## src/fix_pkg.sv

```systemverilog
// FIX rx package: sizes, characters, tag numbers, error and type codes, field and result structs
package fix_pkg;

	localparam int VAL_W = 32;		// numeric value width
	localparam int TEXT_CHARS = 4;		// trailing value chars kept
	localparam int SUPPORTED_VERSION = 44;	// FIX.4.4 and below

	localparam logic [7:0] CHAR_SOH = 8'h01;
	localparam logic [7:0] CHAR_EQ = 8'h3D;
	localparam logic [7:0] CHAR_Y = 8'h59;

	localparam logic [7:0] SOM_TAG_BYTES = 8'h75;	// "8=" already seen at som strobe
	localparam logic [7:0] CK_TAG_BYTES = 8'h9E;	// "10=" swept into the sum

	// header tags, in the order they must arrive
	localparam logic [31:0] TAG_BEGIN_STRING = 32'd8;
	localparam logic [31:0] TAG_BODY_LENGTH = 32'd9;
	localparam logic [31:0] TAG_MSG_SEQ_NUM = 32'd34;
	localparam logic [31:0] TAG_MSG_TYPE = 32'd35;
	localparam logic [31:0] TAG_POSS_DUP = 32'd43;
	localparam logic [31:0] TAG_SENDER_COMP = 32'd49;
	localparam logic [31:0] TAG_TARGET_COMP = 32'd56;
	localparam logic [31:0] TAG_SENDING_TIME = 32'd52;
	localparam logic [31:0] TAG_GAP_FILL = 32'd123;
	localparam logic [31:0] TAG_NEW_SEQ_NO = 32'd36;
	localparam logic [31:0] TAG_CHECKSUM = 32'd10;

	typedef enum logic [3:0] {
		ERR_NONE = 4'd0,
		ERR_GARBLED = 4'd1,
		ERR_VERSION = 4'd2,
		ERR_MSG_TYPE = 4'd3,
		ERR_TAG_MISSING = 4'd4,
		ERR_SEQ_LOW = 4'd5,
		ERR_SEQ_HIGH = 4'd6
	} fix_err_e;

	typedef enum logic [3:0] {
		TYPE_OTHER = 4'd0,
		TYPE_LOGON = 4'd1,	// "A"
		TYPE_HEARTBEAT = 4'd2,	// "0"
		TYPE_LOGOUT = 4'd3,	// "5"
		TYPE_RESET = 4'd4,	// "4" without gap fill
		TYPE_GAP_FILL = 4'd5	// "4" with gap fill Y
	} fix_type_e;

	typedef struct packed {
		logic tag_valid;
		logic val_valid;
		logic som;		// first tag of a message
		logic eom;		// tag 10
		logic [31:0] tag;
		logic [VAL_W-1:0] num;	// digits only, decimal
		logic [8*TEXT_CHARS-1:0] text;	// newest char in low byte
		logic [3:0] len;	// saturates at 15
	} fix_field_t;

	typedef struct packed {
		fix_err_e err;
		fix_type_e mtype;
		logic [VAL_W-1:0] seq_num;
		logic [VAL_W-1:0] new_seq_num;
	} fix_result_t;

endpackage

```

## src/fix_tag_parser.sv

```systemverilog
// FIX byte parser: tag/value split on '=' and SOH, numeric, text and length forms of each value
`timescale 1ns/1ps

module fix_tag_parser (
	input logic clk,
	input logic rst,
	input logic byte_valid_i,
	input logic [7:0] byte_i,
	output fix_pkg::fix_field_t field_o
);

	localparam int TW = 8 * fix_pkg::TEXT_CHARS;

	logic in_value;		// 0 while reading the tag number
	logic som_pend;		// next tag opens a message
	logic ck_field;		// current value belongs to tag 10
	logic [31:0] tag_acc;
	logic [fix_pkg::VAL_W-1:0] num_acc;
	logic [TW-1:0] text_acc;
	logic [3:0] len_acc;

	logic tag_stb, val_stb, som_q, eom_q;
	logic [31:0] tag_q;
	logic [fix_pkg::VAL_W-1:0] num_q;
	logic [TW-1:0] text_q;
	logic [3:0] len_q;

	logic is_digit, eq_hit, soh_hit, tag_is_ck;

	assign is_digit = (byte_i >= 8'h30) && (byte_i <= 8'h39);
	assign eq_hit = byte_valid_i && !in_value && (byte_i == fix_pkg::CHAR_EQ);	// '=' inside a value is data
	assign soh_hit = byte_valid_i && (byte_i == fix_pkg::CHAR_SOH);
	assign tag_is_ck = (tag_acc == fix_pkg::TAG_CHECKSUM);

	always_ff @(posedge clk) begin
		if (rst) begin
			in_value <= 1'b0;
			som_pend <= 1'b1;
			ck_field <= 1'b0;
			tag_stb <= 1'b0;
			val_stb <= 1'b0;
			som_q <= 1'b0;
			eom_q <= 1'b0;
			tag_acc <= '0;
			num_acc <= '0;
			text_acc <= '0;
			len_acc <= '0;
		end else begin
			tag_stb <= eq_hit;
			val_stb <= soh_hit && in_value;
			som_q <= eq_hit && som_pend;
			eom_q <= eq_hit && tag_is_ck;
			if (eq_hit) begin
				in_value <= 1'b1;
				som_pend <= 1'b0;
				ck_field <= tag_is_ck;
				tag_acc <= '0;
				num_acc <= '0;
				text_acc <= '0;
				len_acc <= '0;
			end else if (soh_hit) begin
				in_value <= 1'b0;
				if (in_value && ck_field)
					som_pend <= 1'b1;	// checksum value closes the message
				tag_acc <= '0;			// also drops junk before a stray SOH
			end else if (byte_valid_i) begin
				if (!in_value) begin
					if (is_digit)
						tag_acc <= tag_acc * 32'd10 + 32'(byte_i[3:0]);
				end else begin
					if (is_digit)
						num_acc <= num_acc * fix_pkg::VAL_W'(10) + fix_pkg::VAL_W'(byte_i[3:0]);
					text_acc <= {text_acc[TW-9:0], byte_i};
					if (len_acc != 4'hF)
						len_acc <= len_acc + 4'd1;
				end
			end
		end
	end

	// field payload, held until the next strobe
	always_ff @(posedge clk) begin
		if (eq_hit)
			tag_q <= tag_acc;
		if (soh_hit) begin
			num_q <= num_acc;
			text_q <= text_acc;
			len_q <= len_acc;
		end
	end

	assign field_o = '{tag_valid: tag_stb, val_valid: val_stb, som: som_q, eom: eom_q,
		tag: tag_q, num: num_q, text: text_q, len: len_q};

endmodule

```

## src/fix_checksum.sv

```systemverilog
// FIX checksum unit: running byte sum per message, compared with the tag 10 value
`timescale 1ns/1ps

module fix_checksum (
	input logic clk,
	input logic rst,
	input logic byte_valid_i,
	input logic [7:0] byte_i,
	input fix_pkg::fix_field_t field_i,
	output logic ck_valid_o,
	output logic ck_ok_o
);

	logic [7:0] sum_q;
	logic [7:0] frozen_q;	// sum up to the SOH before "10="
	logic [7:0] byte_add;
	logic in_ck;

	assign byte_add = byte_valid_i ? byte_i : 8'h00;

	always_ff @(posedge clk) begin
		if (field_i.tag_valid && field_i.som)
			sum_q <= fix_pkg::SOM_TAG_BYTES + byte_add;	// restart, "8=" is behind us
		else
			sum_q <= sum_q + byte_add;
		if (field_i.tag_valid && field_i.eom)
			frozen_q <= sum_q - fix_pkg::CK_TAG_BYTES;
		ck_ok_o <= (field_i.num == fix_pkg::VAL_W'(frozen_q));
	end

	always_ff @(posedge clk) begin
		if (rst) begin
			in_ck <= 1'b0;
			ck_valid_o <= 1'b0;
		end else begin
			ck_valid_o <= field_i.val_valid && in_ck;
			if (field_i.tag_valid)
				in_ck <= field_i.eom;
			else if (field_i.val_valid)
				in_ck <= 1'b0;
		end
	end

endmodule

```

## src/fix_msg_processor.sv

```systemverilog
// FIX message processor: header order FSM, body field capture, final verdict and message type
`timescale 1ns/1ps

module fix_msg_processor (
	input logic clk,
	input logic rst,
	input fix_pkg::fix_field_t field_i,
	input logic ck_valid_i,
	input logic ck_ok_i,
	input logic [fix_pkg::VAL_W-1:0] expected_seq_i,
	output logic msg_done_o,
	output fix_pkg::fix_result_t result_o
);

	typedef enum logic [3:0] {
		S_IDLE, S_BEGIN_VAL, S_BLEN_TAG, S_BLEN_VAL, S_SEQ_TAG, S_SEQ_VAL,
		S_TYPE_TAG, S_TYPE_VAL, S_BODY_TAG, S_BODY_VAL, S_WAIT
	} state_e;

	typedef struct packed {
		logic poss_dup_y;
		logic gap_fill_y;
		logic has_sender;
		logic has_target;
		logic has_time;
		logic [fix_pkg::VAL_W-1:0] new_seq;	// 0 when tag 36 is absent
	} body_t;

	state_e state;
	body_t body;
	logic [31:0] cur_tag;
	logic [fix_pkg::VAL_W-1:0] seq_q;
	logic [7:0] type_char;
	logic type_one;		// single char MsgType
	fix_pkg::fix_err_e hdr_err, fin_err;
	logic reset_only, seq_low;

	function automatic fix_pkg::fix_type_e decode_type(input logic [7:0] c, input logic one,
			input logic gap);
		fix_pkg::fix_type_e t;
		t = fix_pkg::TYPE_OTHER;
		if (one) begin
			case (c)
			"A": t = fix_pkg::TYPE_LOGON;
			"0": t = fix_pkg::TYPE_HEARTBEAT;
			"5": t = fix_pkg::TYPE_LOGOUT;
			"4": t = gap ? fix_pkg::TYPE_GAP_FILL : fix_pkg::TYPE_RESET;
			default: t = fix_pkg::TYPE_OTHER;
			endcase
		end
		return t;
	endfunction

	// header faults, judged on the strobe itself
	always_comb begin
		hdr_err = fix_pkg::ERR_NONE;
		case (state)
		S_IDLE: if (field_i.tag_valid && field_i.som && field_i.tag != fix_pkg::TAG_BEGIN_STRING)
			hdr_err = fix_pkg::ERR_GARBLED;
		S_BEGIN_VAL: if (field_i.val_valid && field_i.num > fix_pkg::SUPPORTED_VERSION)
			hdr_err = fix_pkg::ERR_VERSION;
		S_BLEN_TAG: if (field_i.tag_valid && field_i.tag != fix_pkg::TAG_BODY_LENGTH)
			hdr_err = fix_pkg::ERR_GARBLED;
		S_SEQ_TAG: if (field_i.tag_valid && field_i.tag != fix_pkg::TAG_MSG_SEQ_NUM)
			hdr_err = fix_pkg::ERR_GARBLED;
		S_TYPE_TAG: if (field_i.tag_valid && field_i.tag != fix_pkg::TAG_MSG_TYPE)
			hdr_err = fix_pkg::ERR_GARBLED;
		S_TYPE_VAL: if (field_i.val_valid && field_i.len > 4'd2)
			hdr_err = fix_pkg::ERR_MSG_TYPE;
		default: hdr_err = fix_pkg::ERR_NONE;
		endcase
	end

	assign reset_only = type_one && (type_char == "4") && !body.gap_fill_y;
	assign seq_low = (seq_q < expected_seq_i) && !body.poss_dup_y && !reset_only;

	// verdict priority at checksum time
	always_comb begin
		if (seq_low)
			fin_err = fix_pkg::ERR_SEQ_LOW;
		else if (!ck_ok_i)
			fin_err = fix_pkg::ERR_GARBLED;
		else if (!(body.has_sender && body.has_target && body.has_time))
			fin_err = fix_pkg::ERR_TAG_MISSING;
		else if (seq_q > expected_seq_i)
			fin_err = fix_pkg::ERR_SEQ_HIGH;
		else
			fin_err = fix_pkg::ERR_NONE;
	end

	always_ff @(posedge clk) begin
		if (rst) begin
			state <= S_IDLE;
			msg_done_o <= 1'b0;
		end else begin
			msg_done_o <= 1'b0;
			if (hdr_err != fix_pkg::ERR_NONE) begin
				msg_done_o <= 1'b1;
				result_o <= '{err: hdr_err, mtype: fix_pkg::TYPE_OTHER, seq_num: '0, new_seq_num: '0};
				state <= S_IDLE;	// drop the rest until the next som
			end else begin
				case (state)
				S_IDLE: if (field_i.tag_valid && field_i.som) begin
					body <= '0;
					state <= S_BEGIN_VAL;
				end
				S_BEGIN_VAL: if (field_i.val_valid) state <= S_BLEN_TAG;
				S_BLEN_TAG: if (field_i.tag_valid) state <= S_BLEN_VAL;
				S_BLEN_VAL: if (field_i.val_valid) state <= S_SEQ_TAG;	// length not checked
				S_SEQ_TAG: if (field_i.tag_valid) state <= S_SEQ_VAL;
				S_SEQ_VAL: if (field_i.val_valid) begin
					seq_q <= field_i.num;
					state <= S_TYPE_TAG;
				end
				S_TYPE_TAG: if (field_i.tag_valid) state <= S_TYPE_VAL;
				S_TYPE_VAL: if (field_i.val_valid) begin
					type_char <= field_i.text[7:0];
					type_one <= (field_i.len == 4'd1);
					state <= S_BODY_TAG;
				end
				S_BODY_TAG: if (field_i.tag_valid) begin
					cur_tag <= field_i.tag;
					state <= field_i.eom ? S_WAIT : S_BODY_VAL;
				end
				S_BODY_VAL: if (field_i.val_valid) begin
					case (cur_tag)
					fix_pkg::TAG_POSS_DUP: body.poss_dup_y <= (field_i.text[7:0] == fix_pkg::CHAR_Y);
					fix_pkg::TAG_GAP_FILL: body.gap_fill_y <= (field_i.text[7:0] == fix_pkg::CHAR_Y);
					fix_pkg::TAG_SENDER_COMP: body.has_sender <= 1'b1;
					fix_pkg::TAG_TARGET_COMP: body.has_target <= 1'b1;
					fix_pkg::TAG_SENDING_TIME: body.has_time <= 1'b1;
					fix_pkg::TAG_NEW_SEQ_NO: body.new_seq <= field_i.num;
					default: ;	// unknown tags pass
					endcase
					state <= S_BODY_TAG;
				end
				S_WAIT: if (ck_valid_i) begin
					msg_done_o <= 1'b1;
					result_o <= '{err: fin_err,
						mtype: decode_type(type_char, type_one, body.gap_fill_y),
						seq_num: seq_q, new_seq_num: body.new_seq};
					state <= S_IDLE;
				end
				default: state <= S_IDLE;
				endcase
			end
		end
	end

endmodule

```

## src/fix_seq_tracker.sv

```systemverilog
// FIX sequence tracker: next expected incoming MsgSeqNum, updated from each verdict
`timescale 1ns/1ps

module fix_seq_tracker (
	input logic clk,
	input logic rst,
	input logic msg_done_i,
	input fix_pkg::fix_result_t result_i,
	output logic [fix_pkg::VAL_W-1:0] expected_seq_o
);

	logic hold;		// verdicts that never move the counter
	logic is_reset;

	assign hold = (result_i.err == fix_pkg::ERR_SEQ_HIGH) ||
		(result_i.err == fix_pkg::ERR_GARBLED) ||
		(result_i.err == fix_pkg::ERR_VERSION) ||
		(result_i.err == fix_pkg::ERR_MSG_TYPE);

	assign is_reset = (result_i.mtype == fix_pkg::TYPE_RESET) ||
		(result_i.mtype == fix_pkg::TYPE_GAP_FILL);

	always_ff @(posedge clk) begin
		if (rst) begin
			expected_seq_o <= fix_pkg::VAL_W'(1);
		end else if (msg_done_i && !hold) begin
			// reset/gap fill may only move forward
			if (is_reset && (result_i.new_seq_num > result_i.seq_num))
				expected_seq_o <= result_i.new_seq_num;
			else if (result_i.err == fix_pkg::ERR_NONE)
				expected_seq_o <= result_i.seq_num + fix_pkg::VAL_W'(1);
		end
	end

endmodule

```

## src/fix_rx_top.sv

```systemverilog
// FIX receive top: parser, checksum, message processor and sequence tracker
`timescale 1ns/1ps

module fix_rx_top (
	input logic clk,
	input logic rst,
	input logic byte_valid_i,
	input logic [7:0] byte_i,
	output logic msg_done_o,
	output fix_pkg::fix_result_t result_o
);

	fix_pkg::fix_field_t field;
	logic ck_valid, ck_ok;
	logic [fix_pkg::VAL_W-1:0] expected_seq;

	fix_tag_parser u_parser (
		.clk(clk), .rst(rst),
		.byte_valid_i(byte_valid_i), .byte_i(byte_i),
		.field_o(field)
	);

	fix_checksum u_checksum (
		.clk(clk), .rst(rst),
		.byte_valid_i(byte_valid_i), .byte_i(byte_i),	// sums the raw stream
		.field_i(field),
		.ck_valid_o(ck_valid), .ck_ok_o(ck_ok)
	);

	fix_msg_processor u_processor (
		.clk(clk), .rst(rst),
		.field_i(field),
		.ck_valid_i(ck_valid), .ck_ok_i(ck_ok),
		.expected_seq_i(expected_seq),
		.msg_done_o(msg_done_o), .result_o(result_o)
	);

	fix_seq_tracker u_seq (
		.clk(clk), .rst(rst),
		.msg_done_i(msg_done_o), .result_i(result_o),
		.expected_seq_o(expected_seq)
	);

endmodule

```

## config.mk

```make
export PLATFORM = sky130hd
export DESIGN_NAME = fix_rx_top
export DESIGN_NICKNAME = d
export VERILOG_FILES = /design/src/fix_pkg.sv /design/src/fix_tag_parser.sv /design/src/fix_checksum.sv /design/src/fix_msg_processor.sv /design/src/fix_seq_tracker.sv /design/src/fix_rx_top.sv
export SDC_FILE = /design/constraint.sdc
export NUM_CORES = 1
export LEC_CHECK = 0
export BUFFER_PORTS_ARGS = -buffer_cell sky130_fd_sc_hd__clkbuf_2
export CAP_MARGIN = 10
export CORE_ASPECT_RATIO = 1.5
export CORE_MARGIN = 5
export CORE_UTILIZATION = 55
export DETAILED_ROUTE_END_ITERATION = 7
export PLACE_DENSITY_LB_ADDON = 0.25
export SLEW_MARGIN = 20
export SYNTH_ARGS = -nofsm -noshare
export SYNTH_HDL_FRONTEND = slang
export SYNTH_SLANG_ARGS = --single-unit
```

## constraint.sdc

```tcl
create_clock -name clk -period 8.8 [get_ports clk]
set_clock_uncertainty 0.2 [all_clocks]
set_input_delay 1.76 -clock clk [delete_from_list [all_inputs] [get_ports clk]]
set_output_delay 1.76 -clock clk [all_outputs]
set_load 0.02 [all_outputs]
```

==> metrics.csv <==
stage,metric,value,unit
final_layout,area_growth,9.754,%
final_layout,finalNonFillerCells,2681,
outcome,status,"complete, no violations",
setup_path,r2r-start,u_processor.state[3],
sta,drv_slew,0,
yosys,ys_seq_area_share,48.01,%
yosys,async_reset_ff_share,0,%
placement,port-buffer-count,81,
final_layout,fin_util,61.18,%
sta,finalHoldViolations,0,
yosys,syn-instance-count,2099,
final_layout,layout.nets,2362,
routing,vias_per_cell,5.900,
cts,clk_latency,0.53,ns
die,ios,84,
cts,cts_resized,0,
sta,rsz0062_at_grt,no,
setup_path,critPathSlowestCell,a21oi_4,
global_routing,grt_pass1_vias,16120,
yosys,ys_types,97,
yosys,avgSynthCellArea,10.47,um2
setup_path,path_buf_inv,1,
cts,tritoncts,built,
flow_run,maxCapViolations,0,
cts,cts_setup_buffers,0,
power_and_ir_drop,leakage,10.05,nW
cts,cts_inserted_buffers,35,
die,placementRows,89,
min_path,holdPathEnd,u_checksum.ck_valid_o,
yosys,ys_seq_elements,395,
setup_path,crit_path_end_kind,register,
yosys,yosysWarningCount,0,
yosys,syn-cell-area,21970,um2
min_path,worst_hold_path_type,register to register,
placement,dp_cells,2619,
sta,period_share,57.73,%
power_and_ir_drop,intPower,2.996,mW
setup_path,arrival,5.02,ns
die,die-width,173.2,um
global_routing,grt_util_all_layers,22.06,%
cts,clock_path_buffers,3,
setup_path,r2r_end,u_processor.body[28],
yosys,synth_flop_cell,edfxtp_1,
setup_path,cp-start-kind,register,
global_routing,overflow,0,
power_and_ir_drop,p_per_area,157.3,nW/um2
cts,clkSlewWorstSetupHoldPaths,0.07,ns
routing,vias,15819,
routing,wl_per_cell,18.37,um
min_path,min_path_cells,2,
routing,first_iter_violations,776,
sta,tns,0,ns
global_routing,grt_first_pass_wirelength,80.24,mm
sta,setup_viol,0,
setup_path,crit_family,simple AND/OR/NAND/NOR gates,
placement,place.gp.congestion,0.8877,
setup_path,r2r_slack,3.72,ns
final_layout,num_antenna_cells,0,
power_and_ir_drop,swShare,21.03,%
power_and_ir_drop,seq_power_share,53.0,%
die,die_y,254.8,um
die,coreArea,39420,um2
power_and_ir_drop,power_switching,0.7979,mW
final_layout,nFillCells,3256,
min_path,min-delay-start,u_checksum.in_ck,
setup_path,crit_path_max_fanout,67,
routing,ant_nets,0,
power_and_ir_drop,clockPowerShare,42.4,%
cts,ctsRootBufferMaster,clkbuf_16,
global_routing,antenna_found_initial,0,
die,start_util,55.74,%
global_routing,grt_start_max_net_pins,71,
sta,timing.final.crit_period,5.080,ns
setup_path,cp_common_cell,nor2b_1,
setup_path,crit_required,8.74,ns
placement,dpl.hpwl,37.81,mm
setup_path,crit_type,register to register,
final_layout,layout-drive-gt1-share,9.583,%
setup_path,cp_cell_sequence,nor2b_1 -> nor2b_1 -> or4b_1 -> a21boi_1 -> o21ai_1 -> a311oi_4 -> buf_4 -> and2_2 -> nand2b_2 -> or4_1 -> a21oi_4,
cts,cts-hold-fix-buffers,0,
setup_path,reg2reg_depth,11,
cts,h-tree-depth,2,
die,dieArea,44130,um2
power_and_ir_drop,p_comb_share,4.5,%
sta,tightest_slew,1.052,ns
routing,drc,0,
routing,drt_pass1_iterations,5,
yosys,synth_edf_count,264,
routing,drt-total-wl,49.25,mm
sta,max_slew_margin,29.69,%
setup_path,critPathMaxStageDelay,0.84,ns
power_and_ir_drop,irDropWorstVdd,0.0001350,V
sta,fmax,196.8,MHz
cts,cts_num_sinks,395,
-- per-stage QoR --
| stage | setup WS [ns] | power [mW] | instance area (um2) | hold WS, ns |
|---|---|---|---|---|
| floorplan | 1.770 | 2.179 | 21980 | 0.1995 |
| global placement | 3.562 | 2.221 | 22910 | 0.2170 |
| detailed placement | 3.427 | 2.229 | 22910 | 0.2185 |
| CTS | 3.715 | 3.824 | 24110 | 0.2210 |
| global route | 3.402 | 3.918 | 24120 | 0.2500 |
| finish | 3.720 | 3.794 | 24120 | 0.2233 |
-- cells by family (layout without fill, tap and decap cells) --
group	after synthesis	in the layout	share of synthesized area, %
XOR/XNOR	148	148	5.962
adder cells (fa/ha/maj)	195	195	11.27
multiplexers	9	9	0.4157
other	1	2	0.01707
AND/OR/NAND/NOR	729	729	17.44
AO/OA/AOI/OAI	443	443	13.72
buffers and inverters	179	260	3.166
flip-flops	395	395	48.01
-- layer usage --
layer	part of all wire, %	GRT usage, %	vias to the layer above	wire, um
li1	-	-	7858	-
met1	38	23.34	7567	18760
met2	55	44.12	291	27110
met3	2.8	2.387	103	1402
met4	4.0	9.334	0	1972
met5	0	0	-	0
-- state kept, by name, summed over array words and instances, names as in the netlist, 32 cells and up --
| signal | flops |
|---|---|
| u_parser.num_q | 32 |
| u_processor.cur_tag | 32 |
| u_processor.result_o | 70 |
| u_processor.seq_q | 32 |
| u_parser.num_acc | 32 |
| u_processor.body | 37 |
| u_parser.tag_acc | 32 |
| u_seq.expected_seq_o | 32 |
| u_parser.tag_q | 32 |
-- worst register-to-register path: cells and delay by family, from the launching register on --
kind	cells	cell delay [ns]
simple gates	6	1.97
buf+inv	1	0.50
flops	1	0.61
compound gates	4	1.40
-- power groups by stage --
stage	clock (mW)	combinational [mW]	sequential (mW)
after global routing	1.71	0.198	2.01
after CTS	1.64	0.176	2.01
after global placement	0	0.168	2.05
final	1.61	0.172	2.01
after floorplan	0	0.134	2.05
after detailed placement	0	0.176	2.05
-- final cells by class --
cell class	instances	area (um2)	share of cell area (%)
tap	500	625.6	2.594
multi-input combinational	1526	10830	44.91
inverter	102	382.9	1.588
clock buffer	42	954.7	3.958
sequential	395	10550	43.75
timing repair buffer	96	518.0	2.148
clock inverter	20	254.0	1.053
-- layout by cell type (no fill, tap or decap), drive strengths merged, types with 6 or more instances in the layout --
master / count
a21o: 42
o21a: 14
nor2b: 16
o21bai: 11
or3: 11
o2bb2ai: 30
inv: 105
mux2i: 8
xnor2: 91
buf: 15
and4: 6
and3: 89
o21ai: 90
a21oi: 119
nand3: 58
xor2: 56
nor2: 133
ha: 190
nor3: 41
a211oi: 54
nor4: 40
nor4b: 8
dfxtp: 131
nand4: 45
a31oi: 12
o31ai: 8
edfxtp: 264
and2: 53
nand2: 179
nor3b: 10
o211ai: 9
clkinv: 8
a311oi: 8
nand2b: 13
clkbuf: 123
-- worst max-delay path by stage --
stage / from / endpoint / slack, ns / depth (start not counted)
finish: u_processor.state[3] / u_processor.body[28] / 3.72 / 11
global route: u_processor.state[3] / u_processor.body[28] / 3.40 / 11
CTS: u_processor.state[3] / u_processor.body[28] / 3.72 / 11
detailed placement: byte_i[1] / u_parser.num_acc[31] / 3.43 / 12
global placement: byte_i[1] / u_parser.num_acc[31] / 3.56 / 12
floorplan: byte_i[7] / u_parser.tag_acc[29] / 1.77 / 7
-- cell usage after synthesis, types with 13 or more instances --
| library cell | count | share of area (%) |
|---|---|---|
| edfxtp_1 | 264 | 36 |
| ha_1 | 190 | 11 |
| nand2_1 | 179 | 3.1 |
| nor2_1 | 133 | 2.3 |
| dfxtp_1 | 131 | 12 |
| a21oi_1 | 117 | 2.7 |
| inv_1 | 102 | 1.7 |
| xnor2_1 | 91 | 3.6 |
| and3_1 | 88 | 2.5 |
| o21ai_0 | 86 | 2.0 |
| clkbuf_1 | 58 | 0.99 |
| nand3_1 | 58 | 1.3 |
| xor2_1 | 56 | 2.2 |
| a211oi_1 | 52 | 1.8 |
| and2_1 | 51 | 1.5 |
| a21o_1 | 41 | 1.4 |
| nand4_1 | 41 | 1.2 |
| nor3_1 | 39 | 0.89 |
| nor4_1 | 38 | 1.1 |
| o2bb2ai_1 | 30 | 1.2 |
| nor2b_1 | 16 | 0.46 |
| o21a_1 | 14 | 0.48 |
| buf_2 | 13 | 0.30 |
No activity file was read; power rests on OpenSTA's default activity.
